--- config.mk ---
export PLATFORM = sky130hd
export DESIGN_NAME = store_decoder
export DESIGN_NICKNAME = d
export VERILOG_FILES = /design/src/source/led_panel_pkg.sv /design/src/source/store_decoder.sv
export VERILOG_INCLUDE_DIRS = /design/src /design/src/include
export SDC_FILE = /design/constraint.sdc
export NUM_CORES = 1
export LEC_CHECK = 0
export ABC_CLOCK_PERIOD_IN_PS = 1200
export CAP_MARGIN = 20
export CELL_PAD_IN_SITES_DETAIL_PLACEMENT = 0
export CELL_PAD_IN_SITES_GLOBAL_PLACEMENT = 1
export CORE_AREA = 2 2 42 44
export CTS_CLUSTER_DIAMETER = 50
export DETAILED_ROUTE_END_ITERATION = 7
export DIE_AREA = 0 0 44 46
export DONT_BUFFER_PORTS = 1
export GPL_ROUTABILITY_DRIVEN = 0
export PLACE_DENSITY_LB_ADDON = 0.1
export SYNTH_ARGS = -nofsm -noshare
export SYNTH_HDL_FRONTEND = slang
export SYNTH_SLANG_ARGS = --single-unit
--- constraint.sdc ---
create_clock -name clk -period 1.2 [get_ports clk]
set_input_delay 0.18 -clock clk [delete_from_list [all_inputs] [get_ports clk]]
set_output_delay 0.18 -clock clk [all_outputs]
set_load 0.005 [all_outputs]
--- src/include/led_panel_params.svh ---
// geometry, bus map and scan timing for a 64x32 pair panel; widths are not derived and must be kept in step by hand
`ifndef LED_PANEL_PARAMS_SVH
`define LED_PANEL_PARAMS_SVH

// panel geometry
`define LP_COLUMNS 64 // columns per row
`define LP_ROWS 32 // row pairs, upper and lower half share a row address

// counter widths, log2 of the geometry above
`define LP_COL_W 6
`define LP_ROW_W 5

// one pixel is the rgb bits of one led plus a spare bit
`define LP_PIXEL_W 4

// frame memory word index is {half, row, col}
`define LP_INDEX_W 12

// host bus
`define LP_BUS_W 32
`define LP_FB_REGION 16'h0002 // upper half-word of a frame store address

// scan phase lengths in clock cycles, all must be at least 1
`define LP_LATCH_CYCLES 4
`define LP_OE_CYCLES 8
`define LP_WAIT_CYCLES 6 // blanking after output enable

`endif
--- src/source/led_panel_pkg.sv ---
// types shared by the panel blocks; field widths come from the params header
`include "led_panel_params.svh"

package led_panel_pkg;

	// color bits of one led
	typedef logic [`LP_PIXEL_W-1:0] pixel_t;

	// word index into the frame memory
	typedef struct packed {
		logic                 half; // 0 upper panel half, 1 lower
		logic [`LP_ROW_W-1:0] row;
		logic [`LP_COL_W-1:0] col;
	} fb_index_t;

	// one pixel write
	typedef struct packed {
		logic      en;
		fb_index_t index;
		pixel_t    pixel;
	} fb_write_t;

	// pixel pair being scanned
	typedef struct packed {
		logic [`LP_ROW_W-1:0] row;
		logic [`LP_COL_W-1:0] col;
	} scan_addr_t;

	typedef struct packed {
		pixel_t upper; // drives dout_a
		pixel_t lower; // drives dout_b
	} pixel_pair_t;

endpackage

--- src/source/store_decoder.sv ---
// word stores only, byte lanes and address bits 1:0 are ignored and no store is ever stalled
`timescale 1ns/1ps
`include "led_panel_params.svh"

module store_decoder (
	input  logic                        clk,
	input  logic                        rst,
	input  logic                        bus_we,
	input  logic [`LP_BUS_W-1:0]        bus_addr,
	input  logic [`LP_BUS_W-1:0]        bus_wdata,
	output led_panel_pkg::fb_write_t    wr
);

	localparam int REGION_W = `LP_BUS_W / 2;

	logic                      hit;
	logic                      en_q;
	led_panel_pkg::fb_index_t  index_q;
	led_panel_pkg::pixel_t     pixel_q;

	// store lands in the frame memory window
	assign hit = bus_we &&
		(bus_addr[`LP_BUS_W-1 -: REGION_W] == REGION_W'(`LP_FB_REGION));

	always_ff @(posedge clk or posedge rst) begin
		if (rst) begin
			en_q <= 1'b0;
		end else begin
			en_q <= hit; // one write per accepted store
		end
	end

	// payload only moves on a hit
	always_ff @(posedge clk) begin
		if (hit) begin
			index_q <= bus_addr[`LP_INDEX_W+1:2]; // word address
			pixel_q <= bus_wdata[`LP_PIXEL_W-1:0];
		end
	end

	assign wr = '{en: en_q, index: index_q, pixel: pixel_q};

endmodule

==> key figures <==
Global routing
  • Vias in the first global route: 332
  • Initial antenna violation count: 0
  • Largest net degree at the start of global routing: 11
  • Gr usage total: between 10 and 15%
  • Aggregate global routing overflow: 0
  • First-pass GRT wire length: 1.48 mm

Timing
  • Hold Slack: 0.124 ns
  • Slew margin rel.: between 80% and 90%
  • Final min period: 1.09 ns
  • Final setup viols: 0
  • Worst slew pin tran: 0.210 ns
  • Tcrit/Tclk final: 90.7%
  • Final Max Tran Viols: 0
  • Unrepaired setup endpoints after global routing: no
  • Setup TNS Final: 0 ns
  • Peak Freq: about 0.9 GHz
  • Final Hold Viols: 0

Logic synthesis
  • Mapped Area: between 500 and 600 um^2
  • Gate Count Post-Synth: 25
  • Register area share after synthesis: approximately 87%
  • Synthesized flop and latch total: 17
  • Mapped Nets: 92
  • Yosys warns: 0
  • Syn Area/Cell: 23.3 um^2
  • Yosys cell types: 8

Detailed routing
  • Routed wire length per instance: 16.0 um
  • Vias post-DR: 328
  • Residual DRC count: 0
  • Drt initial violations: 8
  • Detailed Route WL: a little over 1 mm
  • Post-route ant nets: 0
  • 1st-pass router iterations: 2
  • Via/cell ratio: 5.13

Floorplan
  • # rows: 15
  • Die Wd: 44 um
  • Io pins: 84
  • Initial Utilization: 36.0%
  • DIE AREA: 2020 um^2
  • Die Height: 46 um
  • Core ar.: between 1500 and 2000 um^2

Run status
  • Status: finished clean

Setup path
  • Startpoint types: input pin
  • Max FO, Critical Path: 10
  • WP data required: 1.19 ns
  • Worst path bufs/invs: 1
  • CP max stage cell: nor4_2
  • CP peak stage delay: approximately 0.25 ns
  • CP Class: in -> reg
  • Cell Chain, Critical Path: nor4_2, nand4_1, nor4b_4, buf_4
  • Cell family with most CP delay: simple AND/OR/NAND/NOR gates
  • Setup crit start: bus_addr[24]
  • Number of cells on the critical path: 4
  • CP arrival: 1.08 ns
  • CP Capture Type: flop

CTS
  • Reg clk slew, reported paths: 0.08 ns
  • CTS tree: done
  • Depth of the CTS H-tree: 1
  • TritonCTS Buffers: 3
  • Post-CTS Repair Setup Buffers: 0
  • Sink Count: 17
  • Root Buffer: clkbuf_4
  • Clk buf depth: 2

Cells and area
  • Commonest non-fill, non-tap cell in the layout: dlygate4sd3_1
  • Layout Nets: 115
  • Commonest non-fill, non-tap cells in the layout: dlygate4sd3_1, edfxtp_1, clkbuf_4
  • Area grow syn2layout: 41.7%
  • Ratio of cells with drive above 1 in the final layout: 19.1%
  • Final Non-Filler Cells: 64
  • Antenna diode count: 0

Power
  • PD cells: 1190 nW/um^2
  • Sequential power share: 66.1%
  • Clock power frac: 28.6%
  • Sw power: 0.000160 W
  • Max VDD drop: just over 0.7 mV
  • Combinational share of power: under 10%
  • Internal power: 0.000819 W
  • Switching Share: between 10% and 20%
  • Static Leakage: 0.279 nW

Run
  • Max_cap viols: 0

Placement
  • Port bufs: 0
  • Cell count after placement: 43

Hold path
  • Hold EP: en_q
  • Hold path depth: 2
  • Hold Startpoint: bus_addr[16]
  • Min-Delay Path Class: in -> reg
## sequential cells by signal, summed over array words and instances (netlist names)
signal,flops
en_q,1
pixel_q,4
wr,12
## how the worst max path moves through the flow
stage,to,slack (ns)
2_1_floorplan,pixel_q[0],-0.45
3_3_place_gp,wr[12],-0.16
3_5_place_dp,wr[12],-0.20
4_1_cts,wr[7],0.10
5_1_grt,wr[12],0.07
6_report,wr[12],0.11
## what timing repair did
item                                   CTS  global route
hold buffers                            17             0
endpoints found under the hold margin   17             0
gates resized for setup                  0             0
## kinds of logic after synthesis
logic type | count (synthesis) | share of synthesized area (%)
flops | 17 | 86.9
simple gates | 6 | 11.2
buf+inv | 2 | 1.94
## metrics by stage
step / util, % / instance area (um^2) / power, W / setup WS [ns]
finish: 51.1 / 825 / 0.000980 / 0.111
global route: 51.1 / 825 / 0.00103 / 0.0748
CTS: 51.1 / 825 / 0.000995 / 0.102
detailed placement: 38.9 / 628 / 0.000670 / -0.203
global placement: 38.9 / 628 / 0.000670 / -0.157
floorplan: - / 599 / 0.000669 / -0.451
## layout make-up
type	instances	area [um^2]
sequential	17	505
inverter	1	3.75
clock buffer	4	26.3
timing repair buffer	19	185
multi-input combinational	6	82.6
tap	17	21.3
fill	141	790
## power by group through the flow
stage	clock network (W)	registers [W]	logic, W
6_report	0.000280	0.000647	0.0000526
3_5_place_dp	0	0.000661	0.00000867
4_1_cts	0.000296	0.000647	0.0000519
5_1_grt	0.000328	0.000647	0.0000572
2_1_floorplan	0	0.000661	0.00000826
3_3_place_gp	0	0.000661	0.00000855
## synth_stat cells
cell	number	area share (%)
inv_1	1	0.64
nor2_1	1	0.64
nand4_1	1	1.1
nor4b_2	2	5.2
buf_4	1	1.3
edfxtp_1	16	83
nor4_2	2	4.3
dfrtp_1	1	4.3
## routing by layer
metal	track usage, %	part of all wire, %	wire length, um
met2	20.0	55	562
met4	7.27	0	0
met5	0	0	0
met3	4.76	10	107
met1	10.2	34	352
No activity file was read; power rests on OpenSTA's default activity.
