--- src/include/led_panel_params.svh ---
// geometry, bus map and scan timing for a 64x32 pair panel; widths are not derived and must be kept in step by hand
`ifndef LED_PANEL_PARAMS_SVH
`define LED_PANEL_PARAMS_SVH

// panel geometry
`define LP_COLUMNS 64 // columns per row
`define LP_ROWS 32 // row pairs, upper and lower half share a row address

// counter widths, log2 of the geometry above
`define LP_COL_W 6
`define LP_ROW_W 5

// one pixel is the rgb bits of one led plus a spare bit
`define LP_PIXEL_W 4

// frame memory word index is {half, row, col}
`define LP_INDEX_W 12

// host bus
`define LP_BUS_W 32
`define LP_FB_REGION 16'h0002 // upper half-word of a frame store address

// scan phase lengths in clock cycles, all must be at least 1
`define LP_LATCH_CYCLES 4
`define LP_OE_CYCLES 8
`define LP_WAIT_CYCLES 6 // blanking after output enable

`endif
--- src/source/led_panel_pkg.sv ---
// types shared by the panel blocks; field widths come from the params header
`include "led_panel_params.svh"

package led_panel_pkg;

	// color bits of one led
	typedef logic [`LP_PIXEL_W-1:0] pixel_t;

	// word index into the frame memory
	typedef struct packed {
		logic                 half; // 0 upper panel half, 1 lower
		logic [`LP_ROW_W-1:0] row;
		logic [`LP_COL_W-1:0] col;
	} fb_index_t;

	// one pixel write
	typedef struct packed {
		logic      en;
		fb_index_t index;
		pixel_t    pixel;
	} fb_write_t;

	// pixel pair being scanned
	typedef struct packed {
		logic [`LP_ROW_W-1:0] row;
		logic [`LP_COL_W-1:0] col;
	} scan_addr_t;

	typedef struct packed {
		pixel_t upper; // drives dout_a
		pixel_t lower; // drives dout_b
	} pixel_pair_t;

endpackage

--- src/source/row_scanner.sv ---
// free running from reset with fixed phase lengths; a row takes 4 cycles per column plus latch, oe and blank
`timescale 1ns/1ps
`include "led_panel_params.svh"

module row_scanner (
	input  logic                        clk,
	input  logic                        rst,
	output logic                        rd,
	output led_panel_pkg::scan_addr_t   addr,
	output logic                        display_clk,
	output logic                        latch,
	output logic                        display_oe
);

	// longest of the three timed phases sizes the shared counter
	localparam int PHASE_MAX_LO = (`LP_LATCH_CYCLES > `LP_WAIT_CYCLES) ?
		`LP_LATCH_CYCLES : `LP_WAIT_CYCLES;
	localparam int PHASE_MAX = (`LP_OE_CYCLES > PHASE_MAX_LO) ?
		`LP_OE_CYCLES : PHASE_MAX_LO;
	localparam int PHASE_W = $clog2(PHASE_MAX + 1);

	localparam logic [PHASE_W-1:0] LATCH_LOAD = PHASE_W'(`LP_LATCH_CYCLES - 1);
	localparam logic [PHASE_W-1:0] OE_LOAD    = PHASE_W'(`LP_OE_CYCLES - 1);
	localparam logic [PHASE_W-1:0] WAIT_LOAD  = PHASE_W'(`LP_WAIT_CYCLES - 1);

	localparam logic [`LP_COL_W-1:0] LAST_COL = `LP_COL_W'(`LP_COLUMNS - 1);
	localparam logic [`LP_ROW_W-1:0] LAST_ROW = `LP_ROW_W'(`LP_ROWS - 1);

	typedef enum logic [2:0] {
		FETCH    = 3'd0,
		DWAIT    = 3'd1, // second memory stage in flight
		SHIFT_HI = 3'd2,
		SHIFT_LO = 3'd3,
		LATCH    = 3'd4,
		OE       = 3'd5,
		BLANK    = 3'd6
	} scan_state_t;

	scan_state_t         state;
	scan_state_t         nxt;
	logic [PHASE_W-1:0]  phase_cnt;
	logic                phase_done;
	logic                last_col;

	assign phase_done = (phase_cnt == '0);
	assign last_col   = (addr.col == LAST_COL);

	always_comb begin
		nxt = state;
		case (state)
			FETCH: begin
				nxt = DWAIT;
			end
			DWAIT: begin
				nxt = SHIFT_HI;
			end
			SHIFT_HI: begin
				nxt = SHIFT_LO;
			end
			SHIFT_LO: begin
				nxt = last_col ? LATCH : FETCH;
			end
			LATCH: begin
				if (phase_done) begin
					nxt = OE;
				end
			end
			OE: begin
				if (phase_done) begin
					nxt = BLANK;
				end
			end
			BLANK: begin
				if (phase_done) begin
					nxt = FETCH; // next row starts at column 0
				end
			end
			default: begin
				nxt = FETCH;
			end
		endcase
	end

	// panel controls are registered from the next state so they follow it without glitches
	always_ff @(posedge clk or posedge rst) begin
		if (rst) begin
			state       <= FETCH;
			rd          <= 1'b1; // reset state is FETCH
			display_clk <= 1'b0;
			latch       <= 1'b0;
			display_oe  <= 1'b1; // drivers off
		end else begin
			state       <= nxt;
			rd          <= (nxt == FETCH);
			display_clk <= (nxt == SHIFT_HI);
			latch       <= (nxt == LATCH);
			display_oe  <= (nxt != OE); // active low
		end
	end

	// column, row and phase counters
	always_ff @(posedge clk or posedge rst) begin
		if (rst) begin
			addr      <= '0;
			phase_cnt <= '0;
		end else begin
			case (state)
				SHIFT_LO: begin
					if (last_col) begin
						addr.col  <= '0;
						phase_cnt <= LATCH_LOAD;
					end else begin
						addr.col <= addr.col + 1'b1;
					end
				end
				LATCH: begin
					phase_cnt <= phase_done ? OE_LOAD : phase_cnt - 1'b1;
				end
				OE: begin
					phase_cnt <= phase_done ? WAIT_LOAD : phase_cnt - 1'b1;
				end
				BLANK: begin
					if (phase_done) begin
						// row wrap
						addr.row <= (addr.row == LAST_ROW) ? '0 : addr.row + 1'b1;
					end else begin
						phase_cnt <= phase_cnt - 1'b1;
					end
				end
				default: begin
					phase_cnt <= phase_cnt;
				end
			endcase
		end
	end

endmodule

--- config.mk ---
export PLATFORM = sky130hd
export DESIGN_NAME = row_scanner
export DESIGN_NICKNAME = d
export VERILOG_FILES = /design/src/source/led_panel_pkg.sv /design/src/source/row_scanner.sv
export VERILOG_INCLUDE_DIRS = /design/src /design/src/include
export SDC_FILE = /design/constraint.sdc
export NUM_CORES = 1
export LEC_CHECK = 0
export BUFFER_PORTS_ARGS = -buffer_cell sky130_fd_sc_hd__buf_2
export CORE_MARGIN = 1
export CORE_UTILIZATION = 55
export CTS_BUF_LIST = sky130_fd_sc_hd__clkbuf_8
export CTS_CLUSTER_DIAMETER = 40
export DETAILED_ROUTE_END_ITERATION = 8
export PLACE_DENSITY_LB_ADDON = 0.3
export SLEW_MARGIN = 20
export SYNTH_ARGS = -nofsm -noshare
export SYNTH_HDL_FRONTEND = slang
export SYNTH_SLANG_ARGS = --single-unit
export TNS_END_PERCENT = 20
--- constraint.sdc ---
create_clock -name clk -period 4.2 [get_ports clk]
set_clock_uncertainty 0.2 [all_clocks]
set_input_delay 0.84 -clock clk [delete_from_list [all_inputs] [get_ports clk]]
set_output_delay 0.84 -clock clk [all_outputs]
set_load 0.01 [all_outputs]
==> results of run 1 <==
## stage by stage
stage	area, um2	power (W)	hold slack (ps)	util [%]
after floorplan	1110	0.000219	305	-
after global placement	1200	0.000220	275	66.5
after detailed placement	1200	0.000220	284	66.5
after CTS	1240	0.000348	294	69.0
after global routing	1240	0.000355	319	69.0
final	1240	0.000345	300	69.0
## power by group through the flow
stage,Sequential [W],Combinational [W],Clock (W)
after floorplan,0.000216,0.00000315,0
after global placement,0.000216,0.00000452,0
after detailed placement,0.000216,0.00000456,0
after CTS,0.000212,0.00000457,0.000132
after global routing,0.000212,0.00000526,0.000138
final,0.000212,0.00000423,0.000129
## cell families (layout without fill, tap and decap cells)
family,Yosys count,in the layout
flip-flops,22,22
buffers and inverters,9,25
XOR/XNOR,4,4
AO/OA/AOI/OAI,28,28
adder cells (fa/ha/maj),4,4
AND/OR/NAND/NOR,39,39
multiplexers,3,3
## sequential cells by signal, indices dropped and copies added (netlist names)
signal       flops
display_oe       1
state            3
phase_cnt        4
addr            11
latch            1
display_clk      1
rd               1
## worst paths after layout
check,start,end,slack (ps),cells after the start
hold reg to reg,addr[9]$_DFFE_PP0P_,addr[9]$_DFFE_PP0P_,300,1
setup / recovery,phase_cnt[0]$_DFFE_PP0P_,addr[9]$_DFFE_PP0P_,2250,6
setup reg to reg,phase_cnt[0]$_DFFE_PP0P_,addr[9]$_DFFE_PP0P_,2250,6
max in group asynchronous,rst,state[1]$_DFF_PP0_,2790,2
hold / removal,addr[9]$_DFFE_PP0P_,addr[9]$_DFFE_PP0P_,300,1
min in group asynchronous,rst,addr[6]$_DFFE_PP0P_,520,2
## cell usage in the layout (no fill, tap or decap), types with 2 or more instances in the layout
cell,netlist,routed
a21oi_1,3,3
a31oi_1,2,2
and3_1,2,2
buf_2,2,16
clkbuf_8,0,3
dfrtp_1,20,20
dfstp_2,2,2
ha_1,4,4
inv_1,5,6
mux2_2,2,2
nand2_1,11,11
nand2b_1,3,3
nand3_1,5,5
nand4_1,2,2
nor2_1,3,3
nor2b_1,2,2
o21ai_0,12,12
o22ai_1,2,2
or3_1,2,2
xnor2_1,4,4
## cell type report
class | count | area [um2] | share of cell area (%)
Clock buffer | 3 | 41.3 | 3.32
Clock inverter | 1 | 3.75 | 0.302
Inverter | 5 | 18.8 | 1.51
Multi-Input combinational cell | 78 | 515 | 41.4
Sequential cell | 22 | 553 | 44.5
Tap cell | 25 | 31.3 | 2.52
Timing Repair Buffer | 16 | 80.1 | 6.44
## metal layers
layer | up-vias | routed length, um
li1 | 422 | -
met1 | 393 | 997
met2 | 25 | 907
met3 | 4 | 58
met4 | 0 | 37
met5 | - | 0
## critical path: cells and delay by family (launching register included)
family | cells | cell delay (ps)
compound gates | 1 | 220
buf+inv | 1 | 60
fa+ha+maj | 1 | 200
flops | 1 | 400
simple gates | 3 | 790
==> qor.yml, run 1 <==
critical_path:
  cp-start-kind: "flop"
  crit_slowest_cell: "dfrtp_1"
  crit_required_ps: 4180
  arrival_ps: 1930
  cp_slowest_stage_delay_ps: 400
  endpoint_kind: "flop"
  crit_chain: "inv_1 > ha_1 > nand2_1 > nand4bb_1 > or2_1 > o31ai_1"
  path_class: "reg -> reg"
  critPathMaxFanout: 7
power:
  clockPowerShare_pct: 37.3
  switching_share_pct: 19.5
  combPwrFrac_pct: 1.2
  p_sw_w: 0.0000673
  p_int_w: 0.000277
  p_leak_nw: 0.592
  ir_drop_mv: 0.213
  p_seq_share_pct: 61.5
  powerDensity_nw_per_um2: 277
synthesis:
  ys_seq_area_share_pct: 49.7
  ys_ff_latch: 22
  synth.top_cells.by_count: "dfrtp_1 (20), o21ai_0 (12), nand2_1 (11)"
  synthAdderAreaFrac_pct: 4.50
  synth_cell_types: 40
  yosysWarningCount: 0
  synthSimpleGateAreaFrac_pct: 19.9
  synth_compound_area_share_pct: 15.9
  yosysMostFrequentCell: "dfrtp_1"
  muxShareOfSynthArea_pct: 2.92
  synth_top_family_by_area: "simple AND/OR/NAND/NOR gates"
  syn-cell-area_um2: 1110
  yosys.area.top_type: "dfrtp_1"
  netlist_top_cells_area: "dfrtp_1 (45%), o21ai_0 (5.4%), dfstp_2 (4.7%), ha_1 (4.5%), nand2_1 (3.7%)"
  syn_avg_cell_area_um2: 10.2
  synth_top_area_share_pct: 45.0
  syn-num-nets: 115
  synth_cells: 109
  synthArstFlopShare_pct: 100
  synthXorXnorAreaFrac_pct: 3.15
  synth_edf_count: 0
  synth_ff_type: "dfrtp_1"
finish:
  finalNonFillerCells: 150
  drive_gt1_share_pct: 21.6
  nets: 132
  fillers: 144
  areaGrowthSynthToFinish_pct: 11.8
  diodes: 0
grt:
  grtUsageTotal_pct: 21.5
  grt_pass1_wl_um: 3240
  grt_use_met2_pct: 33.9
  grt_antenna_before_repair: 0
  grt_max_degree: 23
  grt.busiest_layer: "met2"
  grt_pass1_vias: 767
  grtUsageMet1_pct: 28.9
  grt-ovfl-total: 0
  gr-usage-met3_pct: 2.31
floorplanning:
  die_x_um: 47.0
  core-area_um2: 1800
  die-area_um2: 2210
  num_rows: 15
  initial_core_util_pct: 61.7
  io_pins: 17
  fp.dieH_um: 47.0
placed_design:
  gp_congestion: 0.818
  dp_hpwl_um: 1430
  port_buffers: 16
  post-place-ws_ps: 2270
  dp.cells: 146
run_status:
  status: "finished, final reports clean"
timing:
  slew_headroom_pct: 47.3
  fin_crit_sh_pct: 46.4
  fin_crit_ps: 1950
  finalHoldViolCount: 0
  fin_setup_tns_ps: 0
  setup_ws_ps: 2250
  grt_setup_unrepaired: "no"
  max_freq_ghz: 0.513
  worst_pin_slew_ps: 790
  finalSetupViolCount: 0
  drv_slew: 0
cts:
  cts_post_setup_buffers_inserted: 0
  clkSlewWorstSetupHoldPaths_ps: 80
  cts_resized: 0
  clk_path_buf_depth: 2
  cts.sinks: 22
  cts_tree: "done"
  clock_latency_ps: 260
  htree_levels: 1
  numCtsBuffers: 3
  cts_root_buf: "clkbuf_8"
  postCtsHoldBufs: 0
flow_run:
  cap_violations: 0
routing:
  drcViolationCount: 0
  drt_first_pass_iters: 4
  vias: 844
  avgViaCountPerCell: 5.63
  ant_nets: 0
  wl_per_cell_um: 13.3
  drt_iter0_markers: 13
  drt_wl_total_um: 2000
worst_hold_path:
  hold_path.class: "reg -> reg"
(Power assumes the default switching activity.)
==> run 2: changes to the inputs <==
Settings changed: CORE_UTILIZATION 55 to 52.
Clock period 4.2 ns to 1.64 ns, I/O delays scaled along.
==> qor.yml, run 2 (synthesized netlist as in run 1, its figures left out) <==
run_status:
  status: "finished with violations"  # was finished, final reports clean
  violations: "setup timing"
grt:
  grt_pass1_vias: 873  # was 767
  grt_pass1_wl_um: 3880  # was 3240 um
  grt_max_degree: 14  # was 23
  grt_antenna_before_repair: 0  # unchanged
  grt-ovfl-total: 0  # unchanged
  grtUsageTotal_pct: 24.3  # was 21.5%
routing:
  drt_iter0_markers: 16  # was 13
  wl_per_cell_um: 14.1  # was 13.3 um
  drcViolationCount: 0  # unchanged
  drt_wl_total_um: 2570  # was 2000 um
  vias: 1004  # was 844
  ant_nets: 0  # unchanged
  avgViaCountPerCell: 5.52  # was 5.63
  drt_first_pass_iters: 4  # unchanged
critical_path:
  endpoint_kind: "flop"  # unchanged
  cp-start-kind: "flop"  # unchanged
  cp_slowest_stage_delay_ps: 420  # was 400 ps
  crit_chain: "inv_1 > ha_2 > or3b_4 > o21ba_4 > o2111ai_2 > o211ai_1"  # was inv_1 > ha_1 > nand2_1 > nand4bb_1 > or2_1 > o31ai_1
  critPathMaxFanout: 5  # was 7
  crit_required_ps: 1580  # was 4180 ps
  arrival_ps: 1710  # was 1930 ps
  path_class: "reg -> reg"  # unchanged
  crit_slowest_cell: "or3b_4"  # was dfrtp_1
timing:
  hold_slack_ps: 326  # was 300 ps
  setup_ws_ps: -135  # was 2250 ps
  finalHoldViolCount: 0  # unchanged
  finalSetupViolCount: 11  # was 0
  grt_setup_unrepaired: "yes"  # was no
  drv_slew: 0  # unchanged
  worst_pin_slew_ps: 477  # was 790 ps
  fin_crit_ps: 1780  # was 1950 ps
  fin_crit_sh_pct: 108  # was 46.4%
  max_freq_ghz: 0.563  # was 0.513 GHz
  slew_headroom_pct: 68.1  # was 47.3%
  fin_setup_tns_ps: -753  # was 0 ps
placed_design:
  post-place-ws_ps: -163  # was 2270 ps
  gp_congestion: 0.828  # was 0.818
  dp.cells: 174  # was 146
  port_buffers: 16  # unchanged
  dp_hpwl_um: 1740  # was 1430 um
floorplanning:
  die_x_um: 48.3  # was 47.0 um
  io_pins: 17  # unchanged
  initial_core_util_pct: 56.1  # was 61.7%
  num_rows: 16  # was 15
  fp.dieH_um: 48.3  # was 47.0 um
  die-area_um2: 2330  # was 2210 um2
  core-area_um2: 1980  # was 1800 um2
cts:
  clkSlewWorstSetupHoldPaths_ps: 80  # about the same
  cts_tree: "done"  # unchanged
  cts.sinks: 22  # unchanged
  htree_levels: 1  # unchanged
  clk_path_buf_depth: 2  # unchanged
  cts_root_buf: "clkbuf_8"  # unchanged
  clock_latency_ps: 260  # about the same
  numCtsBuffers: 3  # unchanged
finish:
  areaGrowthSynthToFinish_pct: 41.3  # was 11.8%
  top_regs: "addr (11), phase_cnt (4), state (3)"  # unchanged
  largest_register: "addr"  # unchanged
  layout_commonest_cell: "buf_4"  # was dfrtp_1
  mostFrequentLayoutCells: "buf_4 (29), dfrtp_1 (19), buf_2 (16)"  # was dfrtp_1 (20), buf_2 (16), o21ai_0 (12)
  diodes: 0  # unchanged
  largest_reg_flops: 11  # unchanged
  final_util_pct: 79.3  # was 69.0%
  drive_gt1_share_pct: 44.5  # was 21.6%
  finalNonFillerCells: 182  # was 150
  nets: 162  # was 132
power:
  ir_drop_mv: 0.528  # was 0.213 mV
  powerDensity_nw_per_um2: 674  # was 277 nW/um2
  p_leak_nw: 0.749  # was 0.592 nW
flow_run:
  cap_violations: 0  # unchanged
worst_hold_path:
  hold_path.class: "reg -> reg"  # unchanged
## run 2: changes by cell type in the layout (fill, tap and decap cells not counted), sizes merged
cell         change
buf             +29
dlygate4sd3      +1
inv              -1
bufinv           +1
## run 2: power breakdown
group          leakage [nW]  switching [W]  internal [W]
registers             0.285              0      0.000542
clock network        0.0357       0.000176      0.000326
logic                 0.428      0.0000110    0.00000407
## run 2: path summary, 6_finish.rpt
kind | start | to | slack [ps] | cells after the start
worst min-delay path | addr[9]$_DFFE_PP0P_ | addr[9]$_DFFE_PP0P_ | 330 | 1
min in group asynchronous | rst | display_clk$_DFF_PP0_ | 430 | 3
worst min register to register | addr[9]$_DFFE_PP0P_ | addr[9]$_DFFE_PP0P_ | 330 | 1
worst max-delay path | phase_cnt[0]$_DFFE_PP0P_ | phase_cnt[3]$_DFFE_PP0P_ | -140 | 6
worst max register to register | phase_cnt[0]$_DFFE_PP0P_ | phase_cnt[3]$_DFFE_PP0P_ | -140 | 6
max in group asynchronous | rst | phase_cnt[1]$_DFFE_PP0P_ | 290 | 4
## run 2: what timing repair did
item	CTS	global route
pin swaps	4	3
setup buffers	1	2
hold buffers	1	0
resized for setup	10	7
hold endpoints to repair	10	0
setup endpoints to repair	13	14
## run 2: final cells by class
cell class,instances,area [um2]
Clock inverter,1,30.0
Inverter,5,18.8
Multi-Input combinational cell,78,586
Clock buffer,3,41.3
Sequential cell,22,554
Fill cell,129,410
Timing Repair Buffer,46,308
Tap cell,27,33.8
## run 2: metal layers
metal  global-route usage, %  wire (um)  vias up
met2                    38.7       1340       31
met3                    4.81        108        2
met4                    10.0         11        0
li1                        -          -      482
met5                       0          0        -
met1                    32.2       1110      489
## run 2: stage by stage
stage          area [um2]  total power, W
4_1_cts              1530         0.00106
5_1_grt              1570         0.00109
2_1_floorplan        1140        0.000561
3_5_place_dp         1410        0.000567
3_3_place_gp         1410        0.000566
6_report             1570         0.00106
## run 2: critical path, delay by kind of cell (launching register included)
family / cells / cell delay [ps]
buffers and inverters: 1 / 80
adders and majority gates: 1 / 180
AOI/OAI and AO/OA: 3 / 380
and+or+nand+nor: 1 / 420
DFF: 1 / 390
